[config.mk]
export PLATFORM = sky130hd
export DESIGN_NAME = cp0Top
export DESIGN_NICKNAME = d
export VERILOG_FILES = /design/src/common/cp0Pkg.sv /design/src/common/tlbPkg.sv /design/src/cp0/cp0Regs.sv /design/src/cp0/excPriority.sv /design/src/design/cp0Top.sv /design/src/design/tlbArray.sv
export VERILOG_INCLUDE_DIRS = /design/src /design/src/common
export SDC_FILE = /design/constraint.sdc
export NUM_CORES = 2
export LEC_CHECK = 0
export BUFFER_PORTS_ARGS = -buffer_cell sky130_fd_sc_hd__buf_2
export CAP_MARGIN = 20
export CORE_MARGIN = 3
export CORE_UTILIZATION = 40
export CTS_CLUSTER_SIZE = 28
export DETAILED_ROUTE_END_ITERATION = 7
export SYNTH_ARGS = -nofsm -noshare
export SYNTH_HDL_FRONTEND = slang
export SYNTH_HIERARCHICAL = 1
export SYNTH_SLANG_ARGS = --single-unit
export TNS_END_PERCENT = 10
[constraint.sdc]
create_clock -name clk -period 2.4 [get_ports clk]
set_input_delay 0.12 -clock clk [delete_from_list [all_inputs] [get_ports clk]]
set_output_delay 0.12 -clock clk [all_outputs]
set_load 0.01 [all_outputs]
[src/common/cp0_params.svh]
// --------------------
// CP0 register numbers, TLB sizing and reset values
// Register numbers follow the MIPS32 CP0 map, select 0 only
// --------------------
`ifndef CP0_PARAMS_SVH
`define CP0_PARAMS_SVH

`define CP0_REG_INDEX     5'd0
`define CP0_REG_ENTRYLO0  5'd2
`define CP0_REG_ENTRYLO1  5'd3
`define CP0_REG_BADVADDR  5'd8
`define CP0_REG_COUNT     5'd9
`define CP0_REG_ENTRYHI   5'd10
`define CP0_REG_COMPARE   5'd11
`define CP0_REG_STATUS    5'd12
`define CP0_REG_CAUSE     5'd13
`define CP0_REG_EPC       5'd14

`define TLB_ENTRIES       16
`define TLB_IDX_W         4

// BEV=1 general exception entry
`define EXC_VECTOR        32'hBFC0_0380

`define COMPARE_RESET     32'hFFFF_FFFF

`endif

[src/common/cp0Pkg.sv]
// --------------------
// CP0 exception and register field types
// ExcFlags is ordered from highest to lowest priority
// --------------------
package cp0Pkg;

    typedef struct packed {
        logic interrupt;
        logic fetchAddrErr;
        logic reservedInstr;
        logic syscall;
        logic brk;
        logic eret;
        logic trap;
        logic overflow;
        logic storeAddrErr;
        logic loadAddrErr;
        logic tlbRefill;
        logic tlbInvalid;
        logic tlbModified;
    } ExcFlags;

    typedef enum logic [3:0] {
        ExcNone,
        ExcInterrupt,
        ExcFetchAddrErr,
        ExcReservedInstr,
        ExcSyscall,
        ExcBreak,
        ExcEret,
        ExcTrap,
        ExcOverflow,
        ExcStoreAddrErr,
        ExcLoadAddrErr,
        ExcTlbRefill,
        ExcTlbInvalid,
        ExcTlbModified
    } ExcKind;

    typedef struct packed {
        logic [7:0] im;
        logic       exl;
        logic       ie;
    } StatusFields;

    typedef struct packed {
        logic       bd;
        logic       ti;
        logic [5:0] ip72;
        logic [1:0] ip10;
        logic [4:0] excCode;
    } CauseFields;

endpackage

[src/common/tlbPkg.sv]
// --------------------
// TLB entry field types
// EntryLo layout matches the low 26 bits of the register
// --------------------
package tlbPkg;

    typedef struct packed {
        logic [18:0] vpn2;
        logic [7:0]  asid;
    } EntryHiFields;

    typedef struct packed {
        logic [19:0] pfn;
        logic [2:0]  c;
        logic        d;
        logic        v;
        logic        g;
    } EntryLoFields;

    typedef struct packed {
        EntryHiFields hi;
        EntryLoFields lo0;
        EntryLoFields lo1;
    } TlbEntry;

endpackage

[src/cp0/cp0Regs.sv]
// --------------------
// CP0 register file with combinational read port
// Exceptions win over a same-cycle software write
// TLB results win over software writes to TLB registers
// Count advances every second cycle
// --------------------
`timescale 1ns/100ps
`include "cp0_params.svh"

module cp0Regs import cp0Pkg::*, tlbPkg::*; (
    input  logic                  clk,
    input  logic                  arstN,
    input  logic [5:0]            extInt,
    input  logic                  cp0Wr,
    input  logic [4:0]            cp0WrAddr,
    input  logic [31:0]           cp0WrData,
    input  logic [4:0]            cp0RdAddr,
    input  logic                  tlbpReq,
    input  logic                  tlbrReq,
    input  ExcKind                excKind,
    input  logic [31:0]           wbPc,
    input  logic                  wbInDelaySlot,
    input  logic [31:0]           wbBadAddr,
    input  logic                  probeHit,
    input  logic [`TLB_IDX_W-1:0] probeIdx,
    input  TlbEntry               tlbRdEntry,
    output logic [31:0]           cp0RdData,
    output logic [7:0]            statusIm,
    output logic                  statusIe,
    output logic                  statusExl,
    output logic [7:0]            causeIp,
    output logic [31:0]           epc,
    output logic [`TLB_IDX_W-1:0] cp0Index,
    output EntryHiFields          cp0EntryHi,
    output EntryLoFields          cp0EntryLo0,
    output EntryLoFields          cp0EntryLo1
);

    logic                  indexP;
    logic [`TLB_IDX_W-1:0] indexIdx;
    logic [31:0]           badVAddr;
    logic [31:0]           count;
    logic                  countHalf;
    logic [31:0]           compare;
    StatusFields           status;
    CauseFields            cause;
    logic [31:0]           epcReg;
    logic                  timerInt;
    logic                  excAny;
    logic                  excCapture;
    logic                  codeValid;
    logic [4:0]            excCode;

    logic wrIndex, wrLo0, wrLo1, wrHi, wrCount, wrCompare, wrStatus, wrCause, wrEpc;

    assign wrIndex   = cp0Wr && (cp0WrAddr == `CP0_REG_INDEX);
    assign wrLo0     = cp0Wr && (cp0WrAddr == `CP0_REG_ENTRYLO0);
    assign wrLo1     = cp0Wr && (cp0WrAddr == `CP0_REG_ENTRYLO1);
    assign wrHi      = cp0Wr && (cp0WrAddr == `CP0_REG_ENTRYHI);
    assign wrCount   = cp0Wr && (cp0WrAddr == `CP0_REG_COUNT);
    assign wrCompare = cp0Wr && (cp0WrAddr == `CP0_REG_COMPARE);
    assign wrStatus  = cp0Wr && (cp0WrAddr == `CP0_REG_STATUS);
    assign wrCause   = cp0Wr && (cp0WrAddr == `CP0_REG_CAUSE);
    assign wrEpc     = cp0Wr && (cp0WrAddr == `CP0_REG_EPC);

    assign excAny     = (excKind != ExcNone);
    // EPC and BD are frozen while already at exception level
    assign excCapture = excAny && (excKind != ExcEret) && !status.exl;
    assign timerInt   = (count == compare);

    always_comb begin
        codeValid = 1'b1;
        case (excKind)
            ExcInterrupt:     excCode = 5'h00;
            ExcTlbModified:   excCode = 5'h01;
            ExcTlbRefill:     excCode = 5'h02;
            ExcTlbInvalid:    excCode = 5'h02;
            ExcFetchAddrErr:  excCode = 5'h04;
            ExcLoadAddrErr:   excCode = 5'h04;
            ExcStoreAddrErr:  excCode = 5'h05;
            ExcSyscall:       excCode = 5'h08;
            ExcBreak:         excCode = 5'h09;
            ExcReservedInstr: excCode = 5'h0a;
            ExcOverflow:      excCode = 5'h0c;
            ExcTrap:          excCode = 5'h0d;
            default: begin
                excCode   = 5'h00;
                codeValid = 1'b0;
            end
        endcase
    end

    always_ff @(posedge clk or negedge arstN) begin
        if (!arstN) begin
            indexP   <= 1'b0;
            indexIdx <= '0;
        end else if (tlbpReq) begin
            indexP   <= ~probeHit;
            indexIdx <= probeIdx;
        end else if (wrIndex) begin
            indexIdx <= cp0WrData[`TLB_IDX_W-1:0];
        end
    end

    always_ff @(posedge clk or negedge arstN) begin
        if (!arstN) begin
            cp0EntryHi  <= '0;
            cp0EntryLo0 <= '0;
            cp0EntryLo1 <= '0;
        end else if (tlbrReq) begin
            cp0EntryHi  <= tlbRdEntry.hi;
            cp0EntryLo0 <= tlbRdEntry.lo0;
            cp0EntryLo1 <= tlbRdEntry.lo1;
        end else begin
            if (wrHi) begin
                cp0EntryHi <= '{vpn2: cp0WrData[31:13], asid: cp0WrData[7:0]};
            end
            if (wrLo0) begin
                cp0EntryLo0 <= cp0WrData[25:0];
            end
            if (wrLo1) begin
                cp0EntryLo1 <= cp0WrData[25:0];
            end
        end
    end

    always_ff @(posedge clk or negedge arstN) begin
        if (!arstN) begin
            badVAddr <= '0;
        end else if (excKind == ExcFetchAddrErr) begin
            badVAddr <= wbPc;
        end else if (excKind == ExcLoadAddrErr || excKind == ExcStoreAddrErr) begin
            badVAddr <= wbBadAddr;
        end
    end

    // Half-rate counter, a write restarts the phase
    always_ff @(posedge clk or negedge arstN) begin
        if (!arstN) begin
            count     <= '0;
            countHalf <= 1'b0;
            compare   <= `COMPARE_RESET;
        end else begin
            if (wrCount) begin
                count     <= cp0WrData;
                countHalf <= 1'b0;
            end else begin
                countHalf <= ~countHalf;
                if (countHalf) begin
                    count <= count + 32'd1;
                end
            end
            if (wrCompare) begin
                compare <= cp0WrData;
            end
        end
    end

    always_ff @(posedge clk or negedge arstN) begin
        if (!arstN) begin
            status <= '0;
        end else begin
            if (wrStatus) begin
                status.im <= cp0WrData[15:8];
                status.ie <= cp0WrData[0];
            end
            if (excAny) begin
                status.exl <= (excKind != ExcEret);
            end else if (wrStatus) begin
                status.exl <= cp0WrData[1];
            end
        end
    end

    always_ff @(posedge clk or negedge arstN) begin
        if (!arstN) begin
            cause <= '0;
        end else begin
            // Timer line lands on IP7
            cause.ip72 <= extInt | {timerInt, 5'b0};
            if (wrCompare) begin
                cause.ti <= 1'b0;
            end else if (timerInt) begin
                cause.ti <= 1'b1;
            end
            if (wrCause) begin
                cause.ip10 <= cp0WrData[9:8];
            end
            if (excCapture) begin
                cause.bd <= wbInDelaySlot;
            end
            if (codeValid) begin
                cause.excCode <= excCode;
            end
        end
    end

    always_ff @(posedge clk or negedge arstN) begin
        if (!arstN) begin
            epcReg <= '0;
        end else if (excCapture) begin
            epcReg <= wbInDelaySlot ? (wbPc - 32'd4) : wbPc;
        end else if (wrEpc) begin
            epcReg <= cp0WrData;
        end
    end

    always_comb begin
        case (cp0RdAddr)
            `CP0_REG_INDEX:    cp0RdData = {indexP, {(31 - `TLB_IDX_W){1'b0}}, indexIdx};
            `CP0_REG_ENTRYLO0: cp0RdData = {6'b0, cp0EntryLo0};
            `CP0_REG_ENTRYLO1: cp0RdData = {6'b0, cp0EntryLo1};
            `CP0_REG_BADVADDR: cp0RdData = badVAddr;
            `CP0_REG_COUNT:    cp0RdData = count;
            `CP0_REG_ENTRYHI:  cp0RdData = {cp0EntryHi.vpn2, 5'b0, cp0EntryHi.asid};
            `CP0_REG_COMPARE:  cp0RdData = compare;
            // BEV reads as 1
            `CP0_REG_STATUS:   cp0RdData = {9'b0, 1'b1, 6'b0, status.im, 6'b0,
                                            status.exl, status.ie};
            `CP0_REG_CAUSE:    cp0RdData = {cause.bd, cause.ti, 14'b0, cause.ip72,
                                            cause.ip10, 1'b0, cause.excCode, 2'b0};
            `CP0_REG_EPC:      cp0RdData = epcReg;
            default:           cp0RdData = 32'h0;
        endcase
    end

    assign statusIm  = status.im;
    assign statusIe  = status.ie;
    assign statusExl = status.exl;
    assign causeIp   = {cause.ip72, cause.ip10};
    assign epc       = epcReg;
    assign cp0Index  = indexIdx;

endmodule

[src/cp0/excPriority.sv]
// --------------------
// Exception prioritizer, purely combinational
// The interrupt flag in wbExc is ignored, the request is
// formed here from Cause.IP, Status.IM, IE and EXL
// --------------------
`timescale 1ns/100ps
`include "cp0_params.svh"

module excPriority import cp0Pkg::*; (
    input  ExcFlags      wbExc,
    input  logic [7:0]   statusIm,
    input  logic         statusIe,
    input  logic         statusExl,
    input  logic [7:0]   causeIp,
    input  logic [31:0]  epc,
    output ExcKind       excKind,
    output logic         excTaken,
    output logic [31:0]  excTarget
);

    logic intReq;

    // Pending and unmasked, only outside exception level
    assign intReq = (|(causeIp & statusIm)) && statusIe && !statusExl;

    always_comb begin
        if (intReq)                   excKind = ExcInterrupt;
        else if (wbExc.fetchAddrErr)  excKind = ExcFetchAddrErr;
        else if (wbExc.reservedInstr) excKind = ExcReservedInstr;
        else if (wbExc.syscall)       excKind = ExcSyscall;
        else if (wbExc.brk)           excKind = ExcBreak;
        else if (wbExc.eret)          excKind = ExcEret;
        else if (wbExc.trap)          excKind = ExcTrap;
        else if (wbExc.overflow)      excKind = ExcOverflow;
        else if (wbExc.storeAddrErr)  excKind = ExcStoreAddrErr;
        else if (wbExc.loadAddrErr)   excKind = ExcLoadAddrErr;
        else if (wbExc.tlbRefill)     excKind = ExcTlbRefill;
        else if (wbExc.tlbInvalid)    excKind = ExcTlbInvalid;
        else if (wbExc.tlbModified)   excKind = ExcTlbModified;
        else                          excKind = ExcNone;
    end

    // Eret also flushes, it just returns to EPC
    assign excTaken  = (excKind != ExcNone);
    assign excTarget = (excKind == ExcEret) ? epc : `EXC_VECTOR;

endmodule

[src/design/cp0Top.sv]
// --------------------
// CP0 with prioritizer and joint TLB
// TLB serves only TLBP, TLBR and TLBWI
// wbExc.interrupt is expected low
// --------------------
`timescale 1ns/100ps
`include "cp0_params.svh"

module cp0Top import cp0Pkg::*, tlbPkg::*; (
    input  logic         clk,
    input  logic         arstN,
    input  logic [5:0]   extInt,
    input  logic         cp0Wr,
    input  logic [4:0]   cp0WrAddr,
    input  logic [31:0]  cp0WrData,
    input  logic [4:0]   cp0RdAddr,
    input  logic         tlbpReq,
    input  logic         tlbrReq,
    input  logic         tlbwiReq,
    input  ExcFlags      wbExc,
    input  logic [31:0]  wbPc,
    input  logic         wbInDelaySlot,
    input  logic [31:0]  wbBadAddr,
    output logic [31:0]  cp0RdData,
    output logic         excTaken,
    output logic [31:0]  excTarget
);

    ExcKind                excKind;
    logic [7:0]            statusIm;
    logic                  statusIe;
    logic                  statusExl;
    logic [7:0]            causeIp;
    logic [31:0]           epc;
    logic [`TLB_IDX_W-1:0] cp0Index;
    EntryHiFields          cp0EntryHi;
    EntryLoFields          cp0EntryLo0;
    EntryLoFields          cp0EntryLo1;
    TlbEntry               wrEntry;
    TlbEntry               tlbRdEntry;
    logic                  probeHit;
    logic [`TLB_IDX_W-1:0] probeIdx;

    assign wrEntry = '{hi: cp0EntryHi, lo0: cp0EntryLo0, lo1: cp0EntryLo1};

    excPriority uPrio (
        .wbExc     (wbExc),
        .statusIm  (statusIm),
        .statusIe  (statusIe),
        .statusExl (statusExl),
        .causeIp   (causeIp),
        .epc       (epc),
        .excKind   (excKind),
        .excTaken  (excTaken),
        .excTarget (excTarget)
    );

    cp0Regs uRegs (
        .clk           (clk),
        .arstN         (arstN),
        .extInt        (extInt),
        .cp0Wr         (cp0Wr),
        .cp0WrAddr     (cp0WrAddr),
        .cp0WrData     (cp0WrData),
        .cp0RdAddr     (cp0RdAddr),
        .tlbpReq       (tlbpReq),
        .tlbrReq       (tlbrReq),
        .excKind       (excKind),
        .wbPc          (wbPc),
        .wbInDelaySlot (wbInDelaySlot),
        .wbBadAddr     (wbBadAddr),
        .probeHit      (probeHit),
        .probeIdx      (probeIdx),
        .tlbRdEntry    (tlbRdEntry),
        .cp0RdData     (cp0RdData),
        .statusIm      (statusIm),
        .statusIe      (statusIe),
        .statusExl     (statusExl),
        .causeIp       (causeIp),
        .epc           (epc),
        .cp0Index      (cp0Index),
        .cp0EntryHi    (cp0EntryHi),
        .cp0EntryLo0   (cp0EntryLo0),
        .cp0EntryLo1   (cp0EntryLo1)
    );

    tlbArray uTlb (
        .clk      (clk),
        .arstN    (arstN),
        .tlbwiReq (tlbwiReq),
        .wrIdx    (cp0Index),
        .wrEntry  (wrEntry),
        .probeKey (cp0EntryHi),
        .rdIdx    (cp0Index),
        .probeHit (probeHit),
        .probeIdx (probeIdx),
        .rdEntry  (tlbRdEntry)
    );

endmodule

[src/design/tlbArray.sv]
// --------------------
// Joint TLB, TLB_ENTRIES entries, no page mask
// Multiple matches are not detected, the lowest index wins
// G is stored as the AND of both halves
// --------------------
`timescale 1ns/100ps
`include "cp0_params.svh"

module tlbArray import tlbPkg::*; (
    input  logic                  clk,
    input  logic                  arstN,
    input  logic                  tlbwiReq,
    input  logic [`TLB_IDX_W-1:0] wrIdx,
    input  TlbEntry               wrEntry,
    input  EntryHiFields          probeKey,
    input  logic [`TLB_IDX_W-1:0] rdIdx,
    output logic                  probeHit,
    output logic [`TLB_IDX_W-1:0] probeIdx,
    output TlbEntry               rdEntry
);

    TlbEntry                entries [`TLB_ENTRIES];
    TlbEntry                wrStore;
    logic                   wrGlobal;
    logic [`TLB_ENTRIES-1:0] match;

    assign wrGlobal = wrEntry.lo0.g & wrEntry.lo1.g;

    always_comb begin
        wrStore       = wrEntry;
        wrStore.lo0.g = wrGlobal;
        wrStore.lo1.g = wrGlobal;
    end

    // Reset leaves every entry invalid
    always_ff @(posedge clk or negedge arstN) begin
        if (!arstN) begin
            for (int i = 0; i < `TLB_ENTRIES; i++) begin
                entries[i] <= '0;
            end
        end else if (tlbwiReq) begin
            entries[wrIdx] <= wrStore;
        end
    end

    always_comb begin
        for (int i = 0; i < `TLB_ENTRIES; i++) begin
            match[i] = (entries[i].hi.vpn2 == probeKey.vpn2) &&
                       ((entries[i].hi.asid == probeKey.asid) ||
                        (entries[i].lo0.g && entries[i].lo1.g));
        end
    end

    // Scan downward so the lowest match is left last
    always_comb begin
        probeHit = 1'b0;
        probeIdx = '0;
        for (int i = `TLB_ENTRIES - 1; i >= 0; i--) begin
            if (match[i]) begin
                probeHit = 1'b1;
                probeIdx = `TLB_IDX_W'(i);
            end
        end
    end

    assign rdEntry = entries[rdIdx];

endmodule

Word level (Yosys, flattened, before mapping)
Index checks and enable logic that the tools add are counted.
- output and inout bits: 65
- word-level logic and storage cells: 448
- register bits after elaboration: 1502
- input bits: 132
- eq/ne operators: 64
- multiplexer cells: 75
- reduce and logical (&&, ||, !) cells: 80
- order comparisons: 2
- bitwise gates (word level): 6
- add/subtract/negate cells: 2
- operators with widths (cell ; number):
    1264-bit bitwise mux ; 1
    32-bit one-hot mux with 10 select lines ; 1
    79-bit binary-select mux with 4-bit select ; 1
    79-bit demux with 4-bit select ; 1
    19-bit equality test ; 16
    32-bit 2-to-1 mux ; 8
    79-bit 2-to-1 mux ; 3
    8-bit equality test ; 16
    4-bit 2-to-1 mux ; 31
    26-bit 2-to-1 mux ; 4
    5-bit by 4-bit equality test with 1-bit output, second input constant ; 13
    27-bit 2-to-1 mux ; 2
    1-bit logical AND ; 46
    4-bit one-hot mux with 9 select lines ; 1
    32-bit by 1-bit adder with 32-bit output, second input constant ; 1
    32-bit equality test ; 1
    32-bit by 3-bit subtractor with 32-bit output, second input constant ; 1
    4-bit equality test, second input constant ; 6
    1-bit 2-to-1 mux ; 22
    5-bit by 2-bit equality test with 1-bit output, second input constant ; 4
    2-bit nonzero test ; 9
    1-bit logical OR ; 17
    4-bit by 3-bit equality test with 1-bit output, second input constant ; 4
    12-bit OR reduction ; 1
    other kinds (15) ; 19

Depth between registers and ports, before layout
- depth after elaboration: 20
- depth in mapped cells: 13
- gate-level depth less buffers: 11

Modules after synthesis
The synthesis kept the hierarchy.
- modules (own cells, without submodules) (module ; area an instance (µm²) ; cells an instance ; seq. area each (µm²) ; times used):
    tlbArray ; 60800.8 ; 4234 ; 31230.0 ; 1
    cp0Regs ; 13043.8 ; 1316 ; 5970.7 ; 1
    excPriority ; 417.9 ; 66 ; 0.0 ; 1

Worst setup path before layout
OpenSTA, ideal clock, no wires.
- kind: reg-to-reg
- start point: register uRegs.cause (netlist bit uRegs/causeIp[0])
- end point: register uRegs.badVAddr[0]
- slack: -0.125 ns
- required time: 2.323 ns
- period minus slack after synthesis: 2.525 ns
- library setup time: 0.077 ns
- path buffers: 3
- arrival: 2.447 ns
- stages on the path, launching flop included: 13
- cell sequence: dfrtp_1 -> buf_4 -> a22oi_1 -> a41o_2 -> nand2_1 -> nor3_1 -> buf_2 -> nor2b_1 -> nand2_1 -> a21oi_1 -> clkbuf_1 -> nor2_1 -> a21oi_1
- cells in the longest elaborated chain, start to end: 8
- elaborated cells between the ends (all ways): 11
- those cells by class: 3 x eq/ne; 2 x mux; 1 x bitwise; 5 x reduce/logical
- RTL lines (what ; RTL line ; source):
    start: declaration ; cp0Regs.sv:46 ; CauseFields cause;
    8-bit AND * ; excPriority.sv:24 ; assign intReq = (|(causeIp & statusIm)) && statusIe && !statusExl;
    8-bit OR reduction * ; excPriority.sv:24 ;
    1-bit logical AND * (2 in series) ; excPriority.sv:24 ;
    4-bit 2-to-1 mux * ; excPriority.sv:27 ; if (intReq) excKind = ExcInterrupt;
    named net excKind[3] ; cp0Top.sv:29 ; ExcKind excKind;
    4-bit equality test ; cp0Regs.sv:132 ; end else if (excKind == ExcLoadAddrErr || excKind == ExcStoreAddrErr) begin
    1-bit logical OR ; cp0Regs.sv:132 ;
    2-bit nonzero test (no source line) ; n/a ;
    end signal: assignment ; cp0Regs.sv:131 ; badVAddr <= wbPc;
    end signal: assignment ; cp0Regs.sv:133 ; badVAddr <= wbBadAddr;
    end: declaration ; cp0Regs.sv:41 ; logic [31:0] badVAddr;
Mark *: on every way through the listed nets, which the timed path passes. The rest lies on a longest branch.
A chain may end at the register's enable or synchronous reset.

Worst setup path after layout
- start point: register uRegs/cp0EntryHi[16] (netlist name)
- end point: output cp0RdData[21]
- cells in the longest elaborated chain, start to end: 1
- RTL lines (what ; RTL line ; source):
    32-bit one-hot mux with 10 select lines ; cp0Regs.sv:209 ; case (cp0RdAddr)
    end: declaration ; cp0Top.sv:24 ; output logic [31:0] cp0RdData,
No other way between the ends.

==> flow_summary.rst <==
.. list-table::
   :header-rows: 1

   * - Metric
     - Value
   * - Layout cell share with drive strength beyond 1
     - 0.4321
   * - Proportion of synthesized flip-flops having asynchronous set or reset
     - 1.000
   * - Top cells by area in the synthesized netlist
     - sky130_fd_sc_hd__dfrtp_1, sky130_fd_sc_hd__mux2_2, sky130_fd_sc_hd__mux4_2
   * - Slack of the critical path
     - -471.7 ps
   * - Post-detailed-route DRC marker count
     - 0
   * - Maximum vdd ir drop
     - 1446 µV
   * - Worst min-delay path startpoint
     - extInt[1]
   * - Total gr overflow
     - 0
   * - Number of iterations in the first detailed-routing pass
     - 6
   * - CTS tree
     - yes
   * - Instance count of the mapped netlist
     - 5,616
   * - Wire length of the first global-routing pass
     - 357,800 µm
   * - Worst clock skew on the final layout
     - around 25 ps
   * - Setup repair after global routing missed its margin
     - true
   * - Reg2reg setup slack
     - -470 ps
   * - Vias per cell
     - 5.759
   * - Part of the cycle the worst path needs
     - 1.197
   * - Signal arrival time at the worst endpoint
     - about 2800 ps
   * - Antenna violation net count after detailed routing
     - 0
   * - Reg-to-Reg Start
     - uRegs/cp0EntryHi[16]$_DFFE_PN0P_
   * - Transition time at the pin with the least slew margin
     - roughly 1000 ps
   * - Summed area of non-filler cells in the final layout
     - ~90,000 µm²
   * - Hold EP
     - uRegs/causeIp[3]$_DFF_PN0_
   * - Synth cell types
     - 64
   * - Synth Area per Inst
     - ~13 µm²
   * - Number of nets produced by synthesis
     - 5,750
   * - Cell-by-cell trace of the critical path
     - buf_6 -> buf_6 -> a222oi_1 -> nand3_1 -> buf_6
   * - Critical Path Source
     - uRegs/cp0EntryHi[16]$_DFFE_PN0P_
   * - Horiz. Die Dim
     - 436.9 µm
   * - Number of non-filler instances in the completed layout
     - 8,808
   * - Vias in the first global route
     - 52,898
   * - Number of buffers created by CTS
     - 157
   * - Path class of the lowest-slack min-delay path
     - input port to flip-flop
   * - Depth of the CTS H-tree
     - 4
   * - Initial antenna violation count
     - 6
   * - Wire length per cell
     - 27.18 µm
   * - Chip Height
     - 436.9 µm
   * - Area occupied by multi-input gates
     - about 36,000 µm²
   * - Worst slew margin relative to its limit
     - 0.3345
   * - Violated checks
     - setup timing
   * - Syn-to-layout area delta
     - 21.62%
   * - Wirelength, routed
     - around 240,000 µm
   * - Area after detailed placement
     - slightly above 80,000 µm²
   * - Count of standard-cell rows
     - about 160
   * - Filler cells
     - 15,984
   * - Longest individual stage delay on the worst path
     - 860 ps
   * - Worst setup SP type
     - flip-flop
   * - Largest area contributor in the netlist
     - sky130_fd_sc_hd__dfrtp_1
   * - Register area share after synthesis
     - 0.5009
   * - Count of vias placed by the detailed router
     - 50,721
   * - Number of warnings printed during yosys synthesis
     - 6
   * - Clock tree root buffer cell
     - sky130_fd_sc_hd__clkbuf_16
   * - Gp weighted congestion
     - 0.9038
   * - Final hold viol count
     - 0
   * - Critical-path maximum fanout
     - 2
   * - Clock sinks
     - 1,485
   * - Most used flip-flop cell after synthesis
     - sky130_fd_sc_hd__dfrtp_1
   * - Upper clock frequency limit
     - between 300 and 400 MHz
   * - Number of storage elements in the synthesis netlist
     - roughly 1,500
   * - Reg clk slew, reported paths
     - about 60 ps
   * - Sequential cell area
     - 37,250 µm²
   * - Data required, critical path
     - 2280 ps
   * - Dominant cell type by count on the critical path
     - sky130_fd_sc_hd__buf_6
   * - Post-synthesis instance area
     - approximately 74,000 µm²
   * - Status
     - finished with violations
   * - Min Tclk post-route
     - 2872 ps
   * - Final Util
     - 0.4912
   * - Type of element capturing the critical path
     - output pin
   * - Standard cell core area
     - 183,900 µm²
   * - Post-Place Cells
     - between 8,000 and 9,000
   * - Initial cell density of the core
     - 0.4039
   * - Top-level port count
     - 197
   * - Number of max-slew violations in the final report
     - 0
   * - Final-stage net count
     - between 6,000 and 7,000
   * - Setup tns final
     - -8170 ps
   * - Total die area
     - around 190,000 µm²
   * - Number of setup violations in the final report
     - 80
   * - Maximum Capacitance Violations
     - 0
   * - Buffers from clock root to sink, at most
     - 3
   * - Number of port buffers
     - 195
   * - Maximum number of pins on one net before global-route repair
     - 122
   * - Final hold slack
     - 43.13 ps
   * - Estimated wirelength of the detail-placed design
     - 156,200 µm
   * - Clock latency on the worst-skew pair
     - 810 ps
   * - Number of violations reported at the end of detailed-routing iteration 0
     - 4,755
   * - Leakage power
     - about 0.044 µW
   * - Cell area power density
     - around 1100 nW/µm²
   * - Total routing resource utilization after global routing
     - 0.2484
   * - Most used standard cells in the synthesized netlist
     - sky130_fd_sc_hd__dfrtp_1, sky130_fd_sc_hd__mux2_2, sky130_fd_sc_hd__nand2_1
   * - Number of synthesized flops with an enable pin
     - 0
   * - Cell with the most instances after synthesis
     - sky130_fd_sc_hd__dfrtp_1
   * - Area share of the largest cell type after synthesis
     - 0.4896
   * - Cell count of the worst reg-to-reg path
     - 14
   * - Critical path class
     - flip-flop to output pin
   * - Cell with the biggest individual delay on the critical path
     - sky130_fd_sc_hd__a222oi_1
   * - WHS Path Cells
     - 2
   * - Critical R2R Capture
     - uRegs/cp0Index[1]$_DFFE_PN0P_
==> sequential cells by signal, indices dropped and copies added (netlist names) <==
| signal | cells |
|---|---|
| uRegs/countHalf | 1 |
| uRegs/cp0EntryHi | 27 |
| uRegs/cp0EntryLo0 | 26 |
| uRegs/epc | 32 |
| uRegs/statusExl | 1 |
| uRegs/statusIm | 8 |
| uRegs/cp0Index | 4 |
| uRegs/statusIe | 1 |
| uRegs/cause | 6 |
| uRegs/compare | 32 |
| uTlb/entries | 1248 |
| uRegs/badVAddr | 32 |
| uRegs/indexP | 1 |
| uRegs/causeIp | 8 |
| uRegs/cp0EntryLo1 | 26 |
| uRegs/count | 32 |
==> critical path: cells and delay by family, from the launching register on <==
| family | cells | cell delay, ps |
|---|---|---|
| AND/OR/NAND/NOR | 1 | 240 |
| AO/OA/AOI/OAI | 1 | 860 |
| buffers and inverters | 3 | 430 |
| flip-flops | 1 | 410 |
==> cells by family after synthesis <==
group / count (synthesis) / synth area share
fa+ha+maj: 2 / 0.0003369
mux: 1638 / 0.3054
simple gates: 1088 / 0.06867
compound gates: 389 / 0.03282
xor+xnor: 524 / 0.06180
buf+inv: 490 / 0.03001
flops: 1485 / 0.5009
==> layer usage <==
layer,part of all wire,track usage,vias up
li1,-,-,21467
met1,0.43,0.3461,26988
met2,0.48,0.3993,1786
met3,0.059,0.03679,476
met4,0.034,0.08228,4
met5,0.000096,0,-
==> placed cells by master, fill, tap and decap left out, drive strengths merged, types with 23 or more instances in the layout <==
master and n:
a211oi 25, a21oi 116, a222oi 23, a22oi 64, buf 754, clkbuf 247, clkinv 28, dfrtp 1453
dfstp 32, dlygate4sd3 149, mux2 1124, mux2i 124, mux4 390, nand2 600, nand2b 25, nand3 51
nand4 49, nor2 115, nor2b 33, nor3 27, nor4 115, o21ai 117, xnor2 110, xor2 414
==> repair_timing <==
action | 4_1_cts | 5_1_grt
hold buffers | 149 | 0
pin swaps | 80 | 42
setup endpoints to repair | 244 | 204
cloned | 6 | 1
gates resized for setup | 201 | 92
setup buffers | 60 | 4
endpoints found under the hold margin | 1697 | 0
==> area by class of cell <==
class,count,area share
Inverter,11,0.0004571
Antenna cell,5,0.0001385
Timing Repair Buffer,906,0.09757
Clock buffer,247,0.05192
Sequential cell,1485,0.4124
Tap cell,2464,0.03413
Multi-Input combinational cell,3644,0.3960
Clock inverter,46,0.007370
==> power breakdown <==
part           switching [µW]  internal, µW  total (µW)
clock network           10700         14500       25300
logic                   22700         21300       44000
registers                4940         29400       34300
==> worst max path at each step <==
stage | to | cells after the start | slack, ps
floorplan | uRegs/epc[11]$_DFFE_PN0P_ | 11 | -70
global placement | uRegs/cp0Index[0]$_DFFE_PN0P_ | 12 | -570
detailed placement | uRegs/cp0Index[0]$_DFFE_PN0P_ | 11 | -550
CTS | cp0RdData[21] | 5 | -520
global route | uRegs/cp0Index[1]$_DFFE_PN0P_ | 14 | -560
finish | cp0RdData[21] | 5 | -470
==> stage by stage <==
stage	power (µW)	setup WS, ps
floorplan	55300	-67.62
global placement	72500	-569.1
detailed placement	72760	-553.4
CTS	102000	-517.6
global route	108200	-564.9
finish	103500	-471.7
(Power assumes the default switching activity.)
